<file path="config.mk">
export PLATFORM = sky130hd
export DESIGN_NAME = fu_ctrl
export DESIGN_NICKNAME = d
export VERILOG_FILES = /design/src/common/fu_ctrl_pkg.sv /design/src/scoreboard/hazard_check.sv /design/src/scoreboard/wb_scoreboard.sv /design/src/verilog/fu_ctrl.sv /design/src/verilog/inst_decode.sv
export SDC_FILE = /design/constraint.sdc
export NUM_CORES = 1
export LEC_CHECK = 0
export BUFFER_PORTS_ARGS = -buffer_cell sky130_fd_sc_hd__buf_2
export CORE_AREA = 4 4 222 224
export CTS_CLUSTER_DIAMETER = 30
export DETAILED_ROUTE_END_ITERATION = 6
export DIE_AREA = 0 0 226 228
export GPL_ROUTABILITY_DRIVEN = 0
export PLACE_DENSITY_LB_ADDON = 0.25
export SYNTH_ARGS = -nofsm -noshare
export SYNTH_HDL_FRONTEND = slang
export SYNTH_SLANG_ARGS = --single-unit
</file>
<file path="constraint.sdc">
create_clock -name clk -period 5.5 [get_ports clk]
set_input_delay 1.1 -clock clk [delete_from_list [all_inputs] [get_ports clk]]
set_output_delay 1.1 -clock clk [all_outputs]
set_load 0.01 [all_outputs]
</file>
<file path="src/common/fu_ctrl_pkg.sv">
package fu_ctrl_pkg;

    typedef logic [31:0] inst_t;
    typedef logic [4:0]  reg_addr_t;
    typedef logic [4:0]  lat_t;  // Latency or reservation slot index

    // Unit class, doubles as writeback source select
    typedef enum logic [2:0] {
        FU_NONE = 3'd0,
        FU_ALU  = 3'd1,
        FU_MEM  = 3'd2,
        FU_MUL  = 3'd3,
        FU_DIV  = 3'd4,
        FU_JUMP = 3'd5
    } fu_e;

    typedef enum logic [3:0] {
        ALU_NONE = 4'd0,
        ALU_ADD  = 4'd1,
        ALU_SUB  = 4'd2,
        ALU_AND  = 4'd3,
        ALU_OR   = 4'd4,
        ALU_XOR  = 4'd5,
        ALU_SLL  = 4'd6,
        ALU_SRL  = 4'd7,
        ALU_SLT  = 4'd8,
        ALU_SLTU = 4'd9,
        ALU_SRA  = 4'd10,
        ALU_AP4  = 4'd11,
        ALU_BOUT = 4'd12  // Pass operand B
    } alu_op_e;

    typedef enum logic [3:0] {
        JUMP_JAL  = 4'd0,
        JUMP_BEQ  = 4'd1,
        JUMP_BNE  = 4'd2,
        JUMP_BLT  = 4'd3,
        JUMP_BGE  = 4'd4,
        JUMP_BLTU = 4'd5,
        JUMP_BGEU = 4'd6,
        JUMP_JALR = 4'd8
    } jump_op_e;

    typedef enum logic [2:0] {
        IMM_NONE = 3'd0,
        IMM_I    = 3'd1,
        IMM_B    = 3'd2,
        IMM_J    = 3'd3,
        IMM_S    = 3'd4,
        IMM_U    = 3'd5
    } imm_sel_e;

    localparam logic [6:0] OPC_R     = 7'b0110011;
    localparam logic [6:0] OPC_I     = 7'b0010011;
    localparam logic [6:0] OPC_B     = 7'b1100011;
    localparam logic [6:0] OPC_L     = 7'b0000011;
    localparam logic [6:0] OPC_S     = 7'b0100011;
    localparam logic [6:0] OPC_LUI   = 7'b0110111;
    localparam logic [6:0] OPC_AUIPC = 7'b0010111;
    localparam logic [6:0] OPC_JAL   = 7'b1101111;
    localparam logic [6:0] OPC_JALR  = 7'b1100111;

    localparam int FU_COUNT  = 6;   // Includes the none entry
    localparam int RES_DEPTH = 32;

    localparam int unsigned ALU_LAT     = 1;
    localparam int unsigned MEM_LAT     = 2;
    localparam int unsigned JUMP_LAT    = 2;
    localparam int unsigned DEF_MUL_LAT = 7;
    localparam int unsigned DEF_DIV_LAT = 24;

    function automatic lat_t fu_latency(fu_e fu, int unsigned mul_lat, int unsigned div_lat);
        case (fu)
            FU_ALU:  return lat_t'(ALU_LAT);
            FU_MEM:  return lat_t'(MEM_LAT);
            FU_MUL:  return lat_t'(mul_lat);
            FU_DIV:  return lat_t'(div_lat);
            FU_JUMP: return lat_t'(JUMP_LAT);
            default: return '0;
        endcase
    endfunction

endpackage

</file>
<file path="src/scoreboard/hazard_check.sv">
`timescale 1ns/1ps

module hazard_check import fu_ctrl_pkg::*; #(
    parameter int unsigned MUL_LAT = DEF_MUL_LAT,
    parameter int unsigned DIV_LAT = DEF_DIV_LAT
) (
    input  fu_e                            fu_class,
    input  reg_addr_t                      rd,
    input  reg_addr_t                      rs1,
    input  reg_addr_t                      rs2,
    input  fu_e       [RES_DEPTH-1:0]      res_slots,
    input  logic      [FU_COUNT-1:0]       fu_busy,
    input  reg_addr_t [FU_COUNT-1:0]       fu_dest,
    output logic                           hazard
);

    lat_t lat;
    logic raw_rs1;
    logic raw_rs2;
    logic waw;
    logic wb_conflict;
    logic unit_busy;

    assign lat = fu_latency(fu_class, MUL_LAT, DIV_LAT);

    // Any busy unit still owes a write to the source
    always_comb begin
        raw_rs1 = 1'b0;
        raw_rs2 = 1'b0;
        for (int u = 1; u < FU_COUNT; u++) begin
            if (fu_busy[u] && rs1 != '0 && fu_dest[u] == rs1) begin
                raw_rs1 = 1'b1;
            end
            if (fu_busy[u] && rs2 != '0 && fu_dest[u] == rs2) begin
                raw_rs2 = 1'b1;
            end
        end
    end

    // Older write lands no earlier than the new one
    always_comb begin
        waw = 1'b0;
        for (int i = 0; i < RES_DEPTH; i++) begin
            if (res_slots[i] != FU_NONE && i >= int'(lat) && fu_busy[res_slots[i]] &&
                fu_dest[res_slots[i]] == rd) begin
                waw = 1'b1;
            end
        end
        if (rd == '0) begin
            waw = 1'b0;
        end
    end

    // Slot L shifts into L-1 at the issue edge
    assign wb_conflict = res_slots[lat] != FU_NONE;

    assign unit_busy = fu_busy[fu_class] && res_slots[0] != fu_class;

    assign hazard = fu_class != FU_NONE &&
                    (raw_rs1 || raw_rs2 || waw || wb_conflict || unit_busy);

endmodule

</file>
<file path="src/scoreboard/wb_scoreboard.sv">
`timescale 1ns/1ps

module wb_scoreboard import fu_ctrl_pkg::*; #(
    parameter int unsigned MUL_LAT = DEF_MUL_LAT,
    parameter int unsigned DIV_LAT = DEF_DIV_LAT
) (
    input  logic                      clk,
    input  logic                      rst,
    input  logic                      valid_id,
    input  fu_e                       fu_class,
    input  reg_addr_t                 rd,
    input  logic                      rd_used,
    input  logic                      is_branch,
    input  logic                      is_jump,
    input  logic                      hazard,
    input  logic                      cmp_res_fu,
    output fu_e       [RES_DEPTH-1:0] res_slots,
    output logic      [FU_COUNT-1:0]  fu_busy,
    output reg_addr_t [FU_COUNT-1:0]  fu_dest,
    output logic                      issue_ready,
    output logic                      branch_ctrl,
    output logic                      reg_id_flush,
    output logic                      issue_fire,
    output fu_e                       write_sel,
    output reg_addr_t                 rd_ctrl,
    output logic                      reg_write
);

    logic [FU_COUNT-1:0] fu_wen;
    logic                b_in_fu;
    logic                j_in_fu;
    logic                flush_pending;
    logic                issue;
    lat_t                lat;

    assign lat = fu_latency(fu_class, MUL_LAT, DIV_LAT);

    assign branch_ctrl  = (b_in_fu && cmp_res_fu) || j_in_fu;
    assign reg_id_flush = branch_ctrl;
    assign issue_ready  = !hazard || branch_ctrl;

    assign issue_fire = valid_id && issue_ready && !hazard && !reg_id_flush && !flush_pending;
    assign issue      = issue_fire && fu_class != FU_NONE;

    always_ff @(posedge clk or posedge rst) begin
        if (rst) begin
            for (int i = 0; i < RES_DEPTH; i++) begin
                res_slots[i] <= FU_NONE;
            end
        end else begin
            for (int i = 0; i < RES_DEPTH - 1; i++) begin
                res_slots[i] <= res_slots[i+1];
            end
            res_slots[RES_DEPTH-1] <= FU_NONE;
            if (issue) begin
                res_slots[lat - 5'd1] <= fu_class;  // Reaches slot 0 after L-1 more edges
            end
        end
    end

    // Unit tables, issue wins over a same-unit writeback
    always_ff @(posedge clk or posedge rst) begin
        if (rst) begin
            fu_busy <= '0;
            fu_wen  <= '0;
            fu_dest <= '0;
        end else begin
            if (res_slots[0] != FU_NONE) begin
                fu_busy[res_slots[0]] <= 1'b0;
                fu_wen[res_slots[0]]  <= 1'b0;
                fu_dest[res_slots[0]] <= '0;
            end
            if (issue) begin
                fu_busy[fu_class] <= 1'b1;
                fu_wen[fu_class]  <= rd_used;
                fu_dest[fu_class] <= rd_used ? rd : '0;
            end
        end
    end

    always_ff @(posedge clk or posedge rst) begin
        if (rst) begin
            b_in_fu       <= 1'b0;
            j_in_fu       <= 1'b0;
            flush_pending <= 1'b0;
        end else begin
            b_in_fu       <= issue && is_branch;
            j_in_fu       <= issue && is_jump;
            flush_pending <= branch_ctrl;  // Second squash cycle
        end
    end

    always_ff @(posedge clk or posedge rst) begin
        if (rst) begin
            write_sel <= FU_NONE;
            rd_ctrl   <= '0;
            reg_write <= 1'b0;
        end else begin
            write_sel <= res_slots[0];
            rd_ctrl   <= fu_dest[res_slots[0]];
            reg_write <= fu_wen[res_slots[0]];
        end
    end

endmodule

</file>
<file path="src/verilog/fu_ctrl.sv">
`timescale 1ns/1ps

module fu_ctrl import fu_ctrl_pkg::*; #(
    parameter int unsigned MUL_LAT = DEF_MUL_LAT,
    parameter int unsigned DIV_LAT = DEF_DIV_LAT
) (
    input  logic      clk,
    input  logic      rst,
    input  inst_t     inst,
    input  logic      valid_id,
    input  logic      cmp_res_fu,
    output logic      issue_ready,
    output logic      branch_ctrl,
    output logic      reg_id_flush,
    output imm_sel_e  imm_sel,
    output alu_op_e   alu_op,
    output jump_op_e  jump_op,
    output logic      alu_src_a,
    output logic      alu_src_b,
    output logic      mem_we,
    output logic      alu_en,
    output logic      mem_en,
    output logic      mul_en,
    output logic      div_en,
    output logic      jump_en,
    output fu_e       write_sel,
    output reg_addr_t rd_ctrl,
    output logic      reg_write
);

    fu_e                       fu_class;
    reg_addr_t                 rd;
    reg_addr_t                 rs1;
    reg_addr_t                 rs2;
    logic                      rd_used;
    logic                      is_branch;
    logic                      is_jump;
    logic                      hazard;
    logic                      issue_fire;
    fu_e       [RES_DEPTH-1:0] res_slots;
    logic      [FU_COUNT-1:0]  fu_busy;
    reg_addr_t [FU_COUNT-1:0]  fu_dest;

    inst_decode u_decode (
        .inst, .fu_class, .rd, .rs1, .rs2, .rd_used, .is_branch, .is_jump,
        .imm_sel, .alu_op, .jump_op, .alu_src_a, .alu_src_b, .mem_we
    );

    hazard_check #(.MUL_LAT(MUL_LAT), .DIV_LAT(DIV_LAT)) u_hazard (
        .fu_class, .rd, .rs1, .rs2, .res_slots, .fu_busy, .fu_dest, .hazard
    );

    wb_scoreboard #(.MUL_LAT(MUL_LAT), .DIV_LAT(DIV_LAT)) u_scoreboard (
        .clk, .rst, .valid_id, .fu_class, .rd, .rd_used, .is_branch, .is_jump,
        .hazard, .cmp_res_fu, .res_slots, .fu_busy, .fu_dest, .issue_ready,
        .branch_ctrl, .reg_id_flush, .issue_fire, .write_sel, .rd_ctrl, .reg_write
    );

    assign alu_en  = issue_fire && fu_class == FU_ALU;
    assign mem_en  = issue_fire && fu_class == FU_MEM;
    assign mul_en  = issue_fire && fu_class == FU_MUL;
    assign div_en  = issue_fire && fu_class == FU_DIV;
    assign jump_en = issue_fire && fu_class == FU_JUMP;

endmodule

</file>
<file path="src/verilog/inst_decode.sv">
`timescale 1ns/1ps

module inst_decode import fu_ctrl_pkg::*; (
    input  inst_t     inst,
    output fu_e       fu_class,
    output reg_addr_t rd,
    output reg_addr_t rs1,
    output reg_addr_t rs2,
    output logic      rd_used,
    output logic      is_branch,
    output logic      is_jump,
    output imm_sel_e  imm_sel,
    output alu_op_e   alu_op,
    output jump_op_e  jump_op,
    output logic      alu_src_a,
    output logic      alu_src_b,
    output logic      mem_we
);

    logic [6:0] opcode;
    logic [2:0] funct3;
    logic [6:0] funct7;

    assign opcode = inst[6:0];
    assign funct3 = inst[14:12];
    assign funct7 = inst[31:25];
    assign rd     = inst[11:7];
    assign rs1    = inst[19:15];
    assign rs2    = inst[24:20];

    // Shared by register and immediate ALU forms
    function automatic alu_op_e alu_sel(logic [2:0] f3, logic alt);
        case (f3)
            3'h0:    return alt ? ALU_SUB : ALU_ADD;
            3'h1:    return ALU_SLL;
            3'h2:    return ALU_SLT;
            3'h3:    return ALU_SLTU;
            3'h4:    return ALU_XOR;
            3'h5:    return alt ? ALU_SRA : ALU_SRL;
            3'h6:    return ALU_OR;
            default: return ALU_AND;
        endcase
    endfunction

    always_comb begin
        fu_class  = FU_NONE;
        rd_used   = 1'b0;
        is_branch = 1'b0;
        is_jump   = 1'b0;
        imm_sel   = IMM_NONE;
        alu_op    = ALU_NONE;
        jump_op   = JUMP_JAL;
        alu_src_a = 1'b0;
        alu_src_b = 1'b0;
        mem_we    = 1'b0;
        case (opcode)
            OPC_R: begin
                if (funct7 == 7'h01) begin
                    fu_class = funct3[2] ? FU_DIV : FU_MUL;  // DIV and REM in upper half
                    rd_used  = 1'b1;
                end else if (funct7 == 7'h00 ||
                             (funct7 == 7'h20 && (funct3 == 3'h0 || funct3 == 3'h5))) begin
                    fu_class = FU_ALU;
                    rd_used  = 1'b1;
                    alu_op   = alu_sel(funct3, funct7[5]);
                end
            end
            OPC_I: begin
                if ((funct3 != 3'h1 && funct3 != 3'h5) || funct7 == 7'h00 ||
                    (funct3 == 3'h5 && funct7 == 7'h20)) begin
                    fu_class  = FU_ALU;
                    rd_used   = 1'b1;
                    imm_sel   = IMM_I;
                    alu_src_b = 1'b1;
                    alu_op    = alu_sel(funct3, funct3 == 3'h5 && funct7[5]);  // Only SRAI
                end
            end
            OPC_B: begin
                if (funct3 != 3'h2 && funct3 != 3'h3) begin
                    fu_class  = FU_JUMP;
                    is_branch = 1'b1;
                    imm_sel   = IMM_B;
                    case (funct3)
                        3'h0:    jump_op = JUMP_BEQ;
                        3'h1:    jump_op = JUMP_BNE;
                        3'h4:    jump_op = JUMP_BLT;
                        3'h5:    jump_op = JUMP_BGE;
                        3'h6:    jump_op = JUMP_BLTU;
                        default: jump_op = JUMP_BGEU;
                    endcase
                end
            end
            OPC_L: begin
                if (funct3 != 3'h3 && funct3 < 3'h6) begin  // LB LH LW LBU LHU
                    fu_class = FU_MEM;
                    rd_used  = 1'b1;
                    imm_sel  = IMM_I;
                end
            end
            OPC_S: begin
                if (funct3 <= 3'h2) begin
                    fu_class = FU_MEM;
                    imm_sel  = IMM_S;
                    mem_we   = 1'b1;
                end
            end
            OPC_LUI: begin
                fu_class  = FU_ALU;
                rd_used   = 1'b1;
                imm_sel   = IMM_U;
                alu_src_b = 1'b1;
                alu_op    = ALU_BOUT;
            end
            OPC_AUIPC: begin
                fu_class  = FU_ALU;
                rd_used   = 1'b1;
                imm_sel   = IMM_U;
                alu_src_a = 1'b1;  // PC as operand A
                alu_src_b = 1'b1;
                alu_op    = ALU_ADD;
            end
            OPC_JAL: begin
                fu_class = FU_JUMP;
                rd_used  = 1'b1;
                is_jump  = 1'b1;
                imm_sel  = IMM_J;
                jump_op  = JUMP_JAL;
            end
            OPC_JALR: begin
                if (funct3 == 3'h0) begin
                    fu_class = FU_JUMP;
                    rd_used  = 1'b1;
                    is_jump  = 1'b1;
                    imm_sel  = IMM_I;
                    jump_op  = JUMP_JALR;
                end
            end
            default: ;
        endcase
    end

endmodule
</file>
==> summary.txt, run 1 <==
Place
  – Port Buf Inserts: 66
  – Post-DP HPWL: 49500 um
  – Placed cell area: around 0.020 mm^2
  – Pre-CTS setup slack: 0.0286 ns
  – Post-Place Cells: 2557

Die
  – Die Y: around 230 um
  – Die ar.: roughly 0.052 mm^2
  – Starting density of the core: roughly two fifths
  – Row cnt: 80
  – Die width: about 230 um
  – IO Pins: 67
  – Core ar.: around 0.047 mm^2

Layout
  – Layout Cell Area excl Fill: ~0.020 mm^2
  – Layout cells sized above 1: roughly a quarter
  – Ant diodes: 0
  – Nets: 1999
  – P&R area growth vs syn: 8.87%
  – Final non-filler cell total: between 2000 and 3000

Critical path
  – Setup crit start kind: flop
  – Crit path buffers/inverters: 3
  – WS Path Type: flop to output port
  – CP max FO: 22
  – Worst path max stage delay: ~0.77 ns
  – Worst Path Required: approximately 4.4 ns
  – Critical path, cell by cell: buf_12 -> buf_4 -> mux2_2 -> a221oi_1 -> xnor2_1 -> nor4_1 -> nor4b_1 -> a21oi_2 -> or3_1 -> or3b_1 -> buf_2
  – CP endpoint kind: output port
  – CP max-delay cell: nor4_1
  – Worst EP arrival: around 4.3 ns
  – CP top delay family: simple AND/OR/NAND/NOR gates

Yosys
  – Syn Area/Cell: 8.97 um^2
  – Sequential share of the synthesized area: around a fifth
  – Synth Warn #: 0
  – Post-Syn Area: roughly 0.019 mm^2
  – Synth area leaders: dfrtp_1 20%, mux4_2 17%, mux2i_1 12%
  – Leading area contributor after synthesis: dfrtp_1
  – Post-synth top flop: dfrtp_1
  – Post-synth EDFFs: 0
  – Netlist cell types: 95
  – Async set or reset register ratio after synthesis: between 90% and 100%
  – Area share of the largest cell type after synthesis: 20.0%
  – Most frequent cell after synthesis: clkbuf_1
  – Yosys reg bits: 150
  – Post-synthesis instance total: 2089
  – Top cells by count, synth: 248 x clkbuf_1, 226 x mux2i_1, 150 x dfrtp_1

Clock tree
  – Clock sink total: 150
  – Clock tree buffer depth: 2
  – Setup repair bufs after CTS: 0
  – Htree depth: 4
  – Reg clk slew, reported paths: about 0.080 ns
  – Root buffer cell: clkbuf_16
  – TritonCTS clock tree: done
  – Worst skew pair latency: about 0.48 ns
  – CTS buffer count: 17

Power
  – Overall power: around 3.2 mW
  – Peak VDD IR: around 0.00024 V
  – Power density cells: 157 mW/mm^2
  – LEAKAGE: around 7.9 nW

Global route
  – Largest net degree at the start of global routing: 83
  – GRT Util Overall: between 20 and 30%
  – Vias in the first global route: around 17000
  – GRT overflow: 0
  – Wire length of the first global-routing pass: roughly 120000 um
  – Initial antenna violation count: 0

STA
  – Slew HR: a little over a third
  – RSZ-0062 raised after global routing: no
  – Final setup viols: 0
  – Crit share post-route: 98.7%
  – Tmin final: about 5.4 ns
  – Setup WS post-layout: roughly 0.07 ns
  – Setup TNS: 0 ns
  – Max-slew violations: 0
  – Maximum clock frequency: between 0.15 and 0.2 GHz
  – Clock Skews: 0.0203 ns
  – Worst-margin pin slew: 0.961 ns
  – Hold Fails Final Rpt: 0

Routing
  – Initial DRC count: about 2600
  – WL final: just under 80000 um
  – Detail Route Antenna Nets: 0
  – Via density per instance: roughly 7
  – Drc violations: 0
  – Pre-antenna DRT Iters: 6
  – Via Count: around 18000
  – Avg WL per Cell: approximately 30 um

Status
  – Status: completed

Flow run
  – Max-cap viol count: 0

Worst hold path
  – Worst hold path class: flop to flop
-- final timing paths --
kind / from / depth (start not counted) / endpoint / slack (ns)
max reg2reg: u_scoreboard.fu_dest[16] / 12 / u_scoreboard.res_slots[17] / 1.20
max in group asynchronous: rst / 3 / u_scoreboard.fu_dest[3] / 3.57
min reg2reg: u_scoreboard.fu_wen[0] / 0 / u_scoreboard.fu_wen[0] / 0.38
min: u_scoreboard.fu_wen[0] / 0 / u_scoreboard.fu_wen[0] / 0.38
max: u_scoreboard.fu_dest[25] / 11 / issue_ready / 0.07
min in group asynchronous: rst / 2 / u_scoreboard.write_sel[2] / 0.77
-- power by group --
part,internal [mW],leakage (nW),switching (mW)
Clock,0.620,0.288,0.622
Combinational,0.289,5.76,0.351
Sequential,1.14,1.85,0.179
-- logic make-up (layout without fill, tap and decap cells) --
family / Yosys count / count (layout) / share of synthesized area, %
fa+ha+maj: 2 / 2 / 0.133
flops: 150 / 150 / 20.0
other cells: 1 / 3 / 0.0200
simple gates: 515 / 515 / 15.1
xor+xnor: 180 / 180 / 8.41
buf+inv: 401 / 284 / 8.42
compound gates: 399 / 399 / 14.4
mux: 441 / 441 / 33.5
-- registers in the layout (all words and copies together), names as in the netlist --
signal / count
u_scoreboard.fu_dest: 30
u_scoreboard.flush_pending: 1
u_scoreboard.res_slots: 96
u_scoreboard.reg_write: 1
u_scoreboard.fu_busy: 6
u_scoreboard.write_sel: 3
u_scoreboard.rd_ctrl: 5
u_scoreboard.b_in_fu: 1
u_scoreboard.fu_wen: 6
u_scoreboard.j_in_fu: 1
-- cells in the final DEF (no fill, tap or decap), drive strengths merged, types with 33 or more instances in the layout --
cell   Yosys  routed
mux2i    226     226
buf       99     198
dfrtp    150     150
mux4     142     142
xnor2    141     141
nor2      98      98
a21oi     95      95
nor3      92      92
nand2     88      88
o21ai     83      83
mux2      73      73
inv       50      61
nor4      41      41
xor2      39      39
nand3     33      33
-- per-stage QoR --
step           utilization (%)  hold slack, ns
4_1_cts                   43.0           0.384
2_1_floorplan                -           0.352
5_1_grt                   43.1           0.396
6_report                  43.1           0.379
3_5_place_dp              41.8           0.367
3_3_place_gp              41.8           0.369
-- per-layer routing --
layer,part of all wire [%],wire [um],GRT usage (%),vias to the layer above
li1,-,-,-,7451
met1,38,29700,38.8,8890
met2,44,34100,43.8,1351
met3,12,9270,7.77,327
met4,6.3,4900,16.3,0
met5,0,0,0,-
-- final cells by class --
type                    instances  area, um^2
fillers                      4507       26900
inverters                      54         210
flip-flops and latches        150        3770
well taps                     615         769
clock inverters                14         149
multi-input cells            1540       13500
repair buffers                198        1620
clock buffers                  18         439
-- timing repair --
| action | in CTS | in global routing |
|---|---|---|
| hold buffers | 0 | 0 |
| resized for setup | 2 | 13 |
| pin swaps | 0 | 0 |
| setup endpoints to repair | 4 | 6 |
Note: power is estimated with default switching activity, not from simulation.
==> run 2, diff against run 1 <==
Settings changed: CORE_AREA 4 4 222 224 to 4 4 224 226, CTS_BUF_LIST set to sky130_fd_sc_hd__clkbuf_4 sky130_fd_sc_hd__clkbuf_8 sky130_fd_sc_hd__clkbuf_16, DIE_AREA 0 0 226 228 to 0 0 228 230, SYNTH_HIERARCHICAL set to 1.
==> run 2 against run 1 <==
The run now ends with setup timing left; clock skew decreased by 0.0034 ns; count of clock-buffer cells in the layout unchanged; global-route usage decreased by 0.98 points; sequential power decreased by 5%; sequential cell count unchanged; hold slack got worse by 0.0021 ns; clock power about the same; synthesized area increased by 1.4%; total power increased by 32%; largest cell class unchanged.
==> summary.txt, run 2 <==
Layout
  – Nets: between 2000 and 2500
  – Post-layout util: between 40% and 50%
  – Number of flip-flops in the largest register: 96
  – Largest Register: u_scoreboard/res_slots
  – Most common cell after layout, fill and taps aside: mux2i_1
  – P&R area growth vs syn: 10.6%
  – Layout cells sized above 1: between 20 and 30%
  – Commonest cells after routing, fill and taps aside: 211 x mux2i_1, 162 x buf_4, 161 x mux4_2
  – Largest registers: u_scoreboard/res_slots: 96 flops, u_scoreboard/fu_dest: 30 flops

Global route
  – Largest net degree at the start of global routing: 58
  – GRT overflow: 0
  – Wire length of the first global-routing pass: around 110000 um
  – GRT Util Overall: ~28%
  – Vias in the first global route: ~18000
  – Initial antenna violation count: 0

Clock tree
  – Root buffer cell: clkbuf_16
  – TritonCTS clock tree: done
  – Clock sink total: 150
  – Clock tree buffer depth: 2
  – CTS buffer count: 17
  – Post-CTS Hold Buffers: 0
  – Htree depth: 4
  – Reg clk slew, reported paths: ~0.070 ns
  – Worst skew pair latency: 0.48 ns

Flow run
  – Max-cap viol count: 0

Critical path
  – Worst EP arrival: ~5.2 ns
  – R2R Setup Slk: 0.79 ns
  – WS Path Type: input pin to output port
  – Setup crit start kind: input pin
  – CP endpoint kind: output port
  – CP max FO: 10
  – Worst Path Required: 4.40 ns

Yosys
  – Top cells by count, synth: 211 x mux2i_1, 187 x clkbuf_1, 161 x mux4_2
  – Synth area leaders: dfrtp_1 20%, mux4_2 19%, mux2i_1 11%
  – Most frequent cell after synthesis: mux2i_1
  – Synth Warn #: 6
  – Netlist cell types: 98
  – Post-synth EDFFs: 0
  – Async set or reset register ratio after synthesis: 100%
  – Leading area contributor after synthesis: dfrtp_1
  – Post-Syn Area: 0.0190 mm^2
  – Syn Area/Cell: around 9.0 um^2
  – Sequential share of the synthesized area: between 10% and 20%
  – Area share of the largest cell type after synthesis: approximately a fifth
  – Syn nets: about 2100
  – Yosys reg bits: 150
  – Post-synthesis instance total: roughly 2100
  – Post-synth top flop: dfrtp_1

Routing
  – Initial DRC count: roughly 2500
  – Drc violations: 0
  – Avg WL per Cell: 28.9 um
  – Via Count: 18300
  – Detail Route Antenna Nets: 0
  – WL final: between 70000 and 80000 um
  – Via density per instance: ~7
  – Pre-antenna DRT Iters: 6

Status
  – Failing checks: setup timing
  – Status: finished, violations left

Die
  – Row cnt: 81
  – Core ar.: 0.0483 mm^2
  – Starting density of the core: 39.3%
  – Die width: approximately 230 um
  – IO Pins: 67
  – Die Y: 230 um
  – Die ar.: 0.0524 mm^2

STA
  – Slew HR: 32.3%
  – RSZ-0062 raised after global routing: yes
  – Worst-margin pin slew: about 1.0 ns
  – Max-slew violations: 0
  – Setup WS post-layout: -0.787 ns
  – Tmin final: between 6 and 7 ns
  – Final setup viols: 6
  – Clock Skews: about 0.017 ns
  – Hold Fails Final Rpt: 0
  – Crit share post-route: 114%
  – Hold_ws: 0.376 ns
  – Maximum clock frequency: ~0.16 GHz

Power
  – Peak VDD IR: around 0.00031 V
  – LEAKAGE: 7.83 nW
  – Power density cells: about 200 mW/mm^2

Place
  – Port Buf Inserts: 66
  – Post-DP HPWL: a little under 50000 um

Worst hold path
  – Worst hold path class: flop to flop
## run 2: cell count changes after synthesis, moves of 15 or more
cell      previous run  this run
clkbuf_1           248       187
nand2_1             88       130
buf_2               44        83
a21oi_1             93       119
nand3_1             33        58
buf_4                2        22
mux4_2             142       161
nor2b_1             31        12
a22oi_1             31        15
buf_1               52        37
mux2i_1            226       211
nor2_1              96        81
## run 2: worst paths after layout
| check | from | end | depth (start not counted) |
|---|---|---|---|
| max | inst[28] | mul_en | 18 |
| min | u_scoreboard/fu_wen[0] | u_scoreboard/fu_wen[0] | 0 |
| max reg2reg | u_scoreboard/fu_dest[9] | u_scoreboard/fu_dest[25] | 14 |
| min reg2reg | u_scoreboard/fu_wen[0] | u_scoreboard/fu_wen[0] | 0 |
| max in group asynchronous | rst | u_scoreboard/res_slots[45] | 3 |
| min in group asynchronous | rst | u_scoreboard/write_sel[1] | 2 |
## run 2: where the power goes
group | leakage [nW] | internal (mW) | switching [mW]
sequential | 2.05 | 1.14 | 0.114
combinational | 5.48 | 0.675 | 1.02
clock | 0.298 | 0.665 | 0.596
## run 2: metal layers
metal	track usage [%]	wire length, um	vias up
met1	38.0	28900	9034
met3	6.28	9820	288
met2	43.8	34300	1373
met4	14.0	4170	0
li1	-	-	7605
met5	0	0	-
## run 2: worst max-delay path: stages
cell and delay [ns]:
buf_6 0.09, or4_4 0.53, o41ai_4 0.25, and3_4 0.24, nor2_2 0.04, nand4_1 0.09
buf_6 0.14, mux4_2 0.29, mux2i_1 0.15, o22ai_1 0.11, or4b_4 0.53, a2111oi_4 0.28
nand4_1 0.13, o21a_2 0.28, or3b_4 0.42, nor2_4 0.13, and4b_2 0.25, buf_6 0.10
## run 2: cell type report
class / count / area (um^2)
clock inverters: 14 / 168
multi-input cells: 1546 / 13500
diodes: 1 / 2.50
repair buffers: 258 / 2160
clock buffers: 18 / 439
flip-flops and latches: 150 / 3750
inverters: 66 / 253
fillers: 4545 / 27300
well taps: 622 / 778
## run 2: cells by family after synthesis
family	after synthesis	share of synthesized area [%]
and+or+nand+nor	541	14.9
muxes	432	33.7
buffers and inverters	413	9.65
AOI/OAI and AO/OA	384	13.2
xor gates and xnor gates	187	8.61
DFF	150	19.7
adders and majority gates	2	0.132
## run 2: repair_timing
action / 4_1_cts / 5_1_grt
setup endpoints to repair: 18 / 7
buffers inserted: 6 / 2
gates resized for setup: 14 / 5
cloned: 0 / 0
pin swaps: 6 / 2
## run 2: stage by stage
| stage | cells | setup slack, ns | setup TNS (ns) | total power [mW] | cell area (um^2) |
|---|---|---|---|---|---|
| 6_report | 2675 | -0.787 | -4.19 | 4.21 | 21000 |
| 5_1_grt | 2674 | -0.944 | -5.08 | 4.34 | 21000 |
| 4_1_cts | 2672 | -0.757 | -3.94 | 4.16 | 21000 |
| 3_5_place_dp | 2634 | -0.827 | -20.45 | 2.89 | 20300 |
| 3_3_place_gp | 2634 | -0.780 | -17.96 | 2.87 | 20300 |
| 2_1_floorplan | 2109 | -0.620 | -3.07 | 2.22 | 19000 |
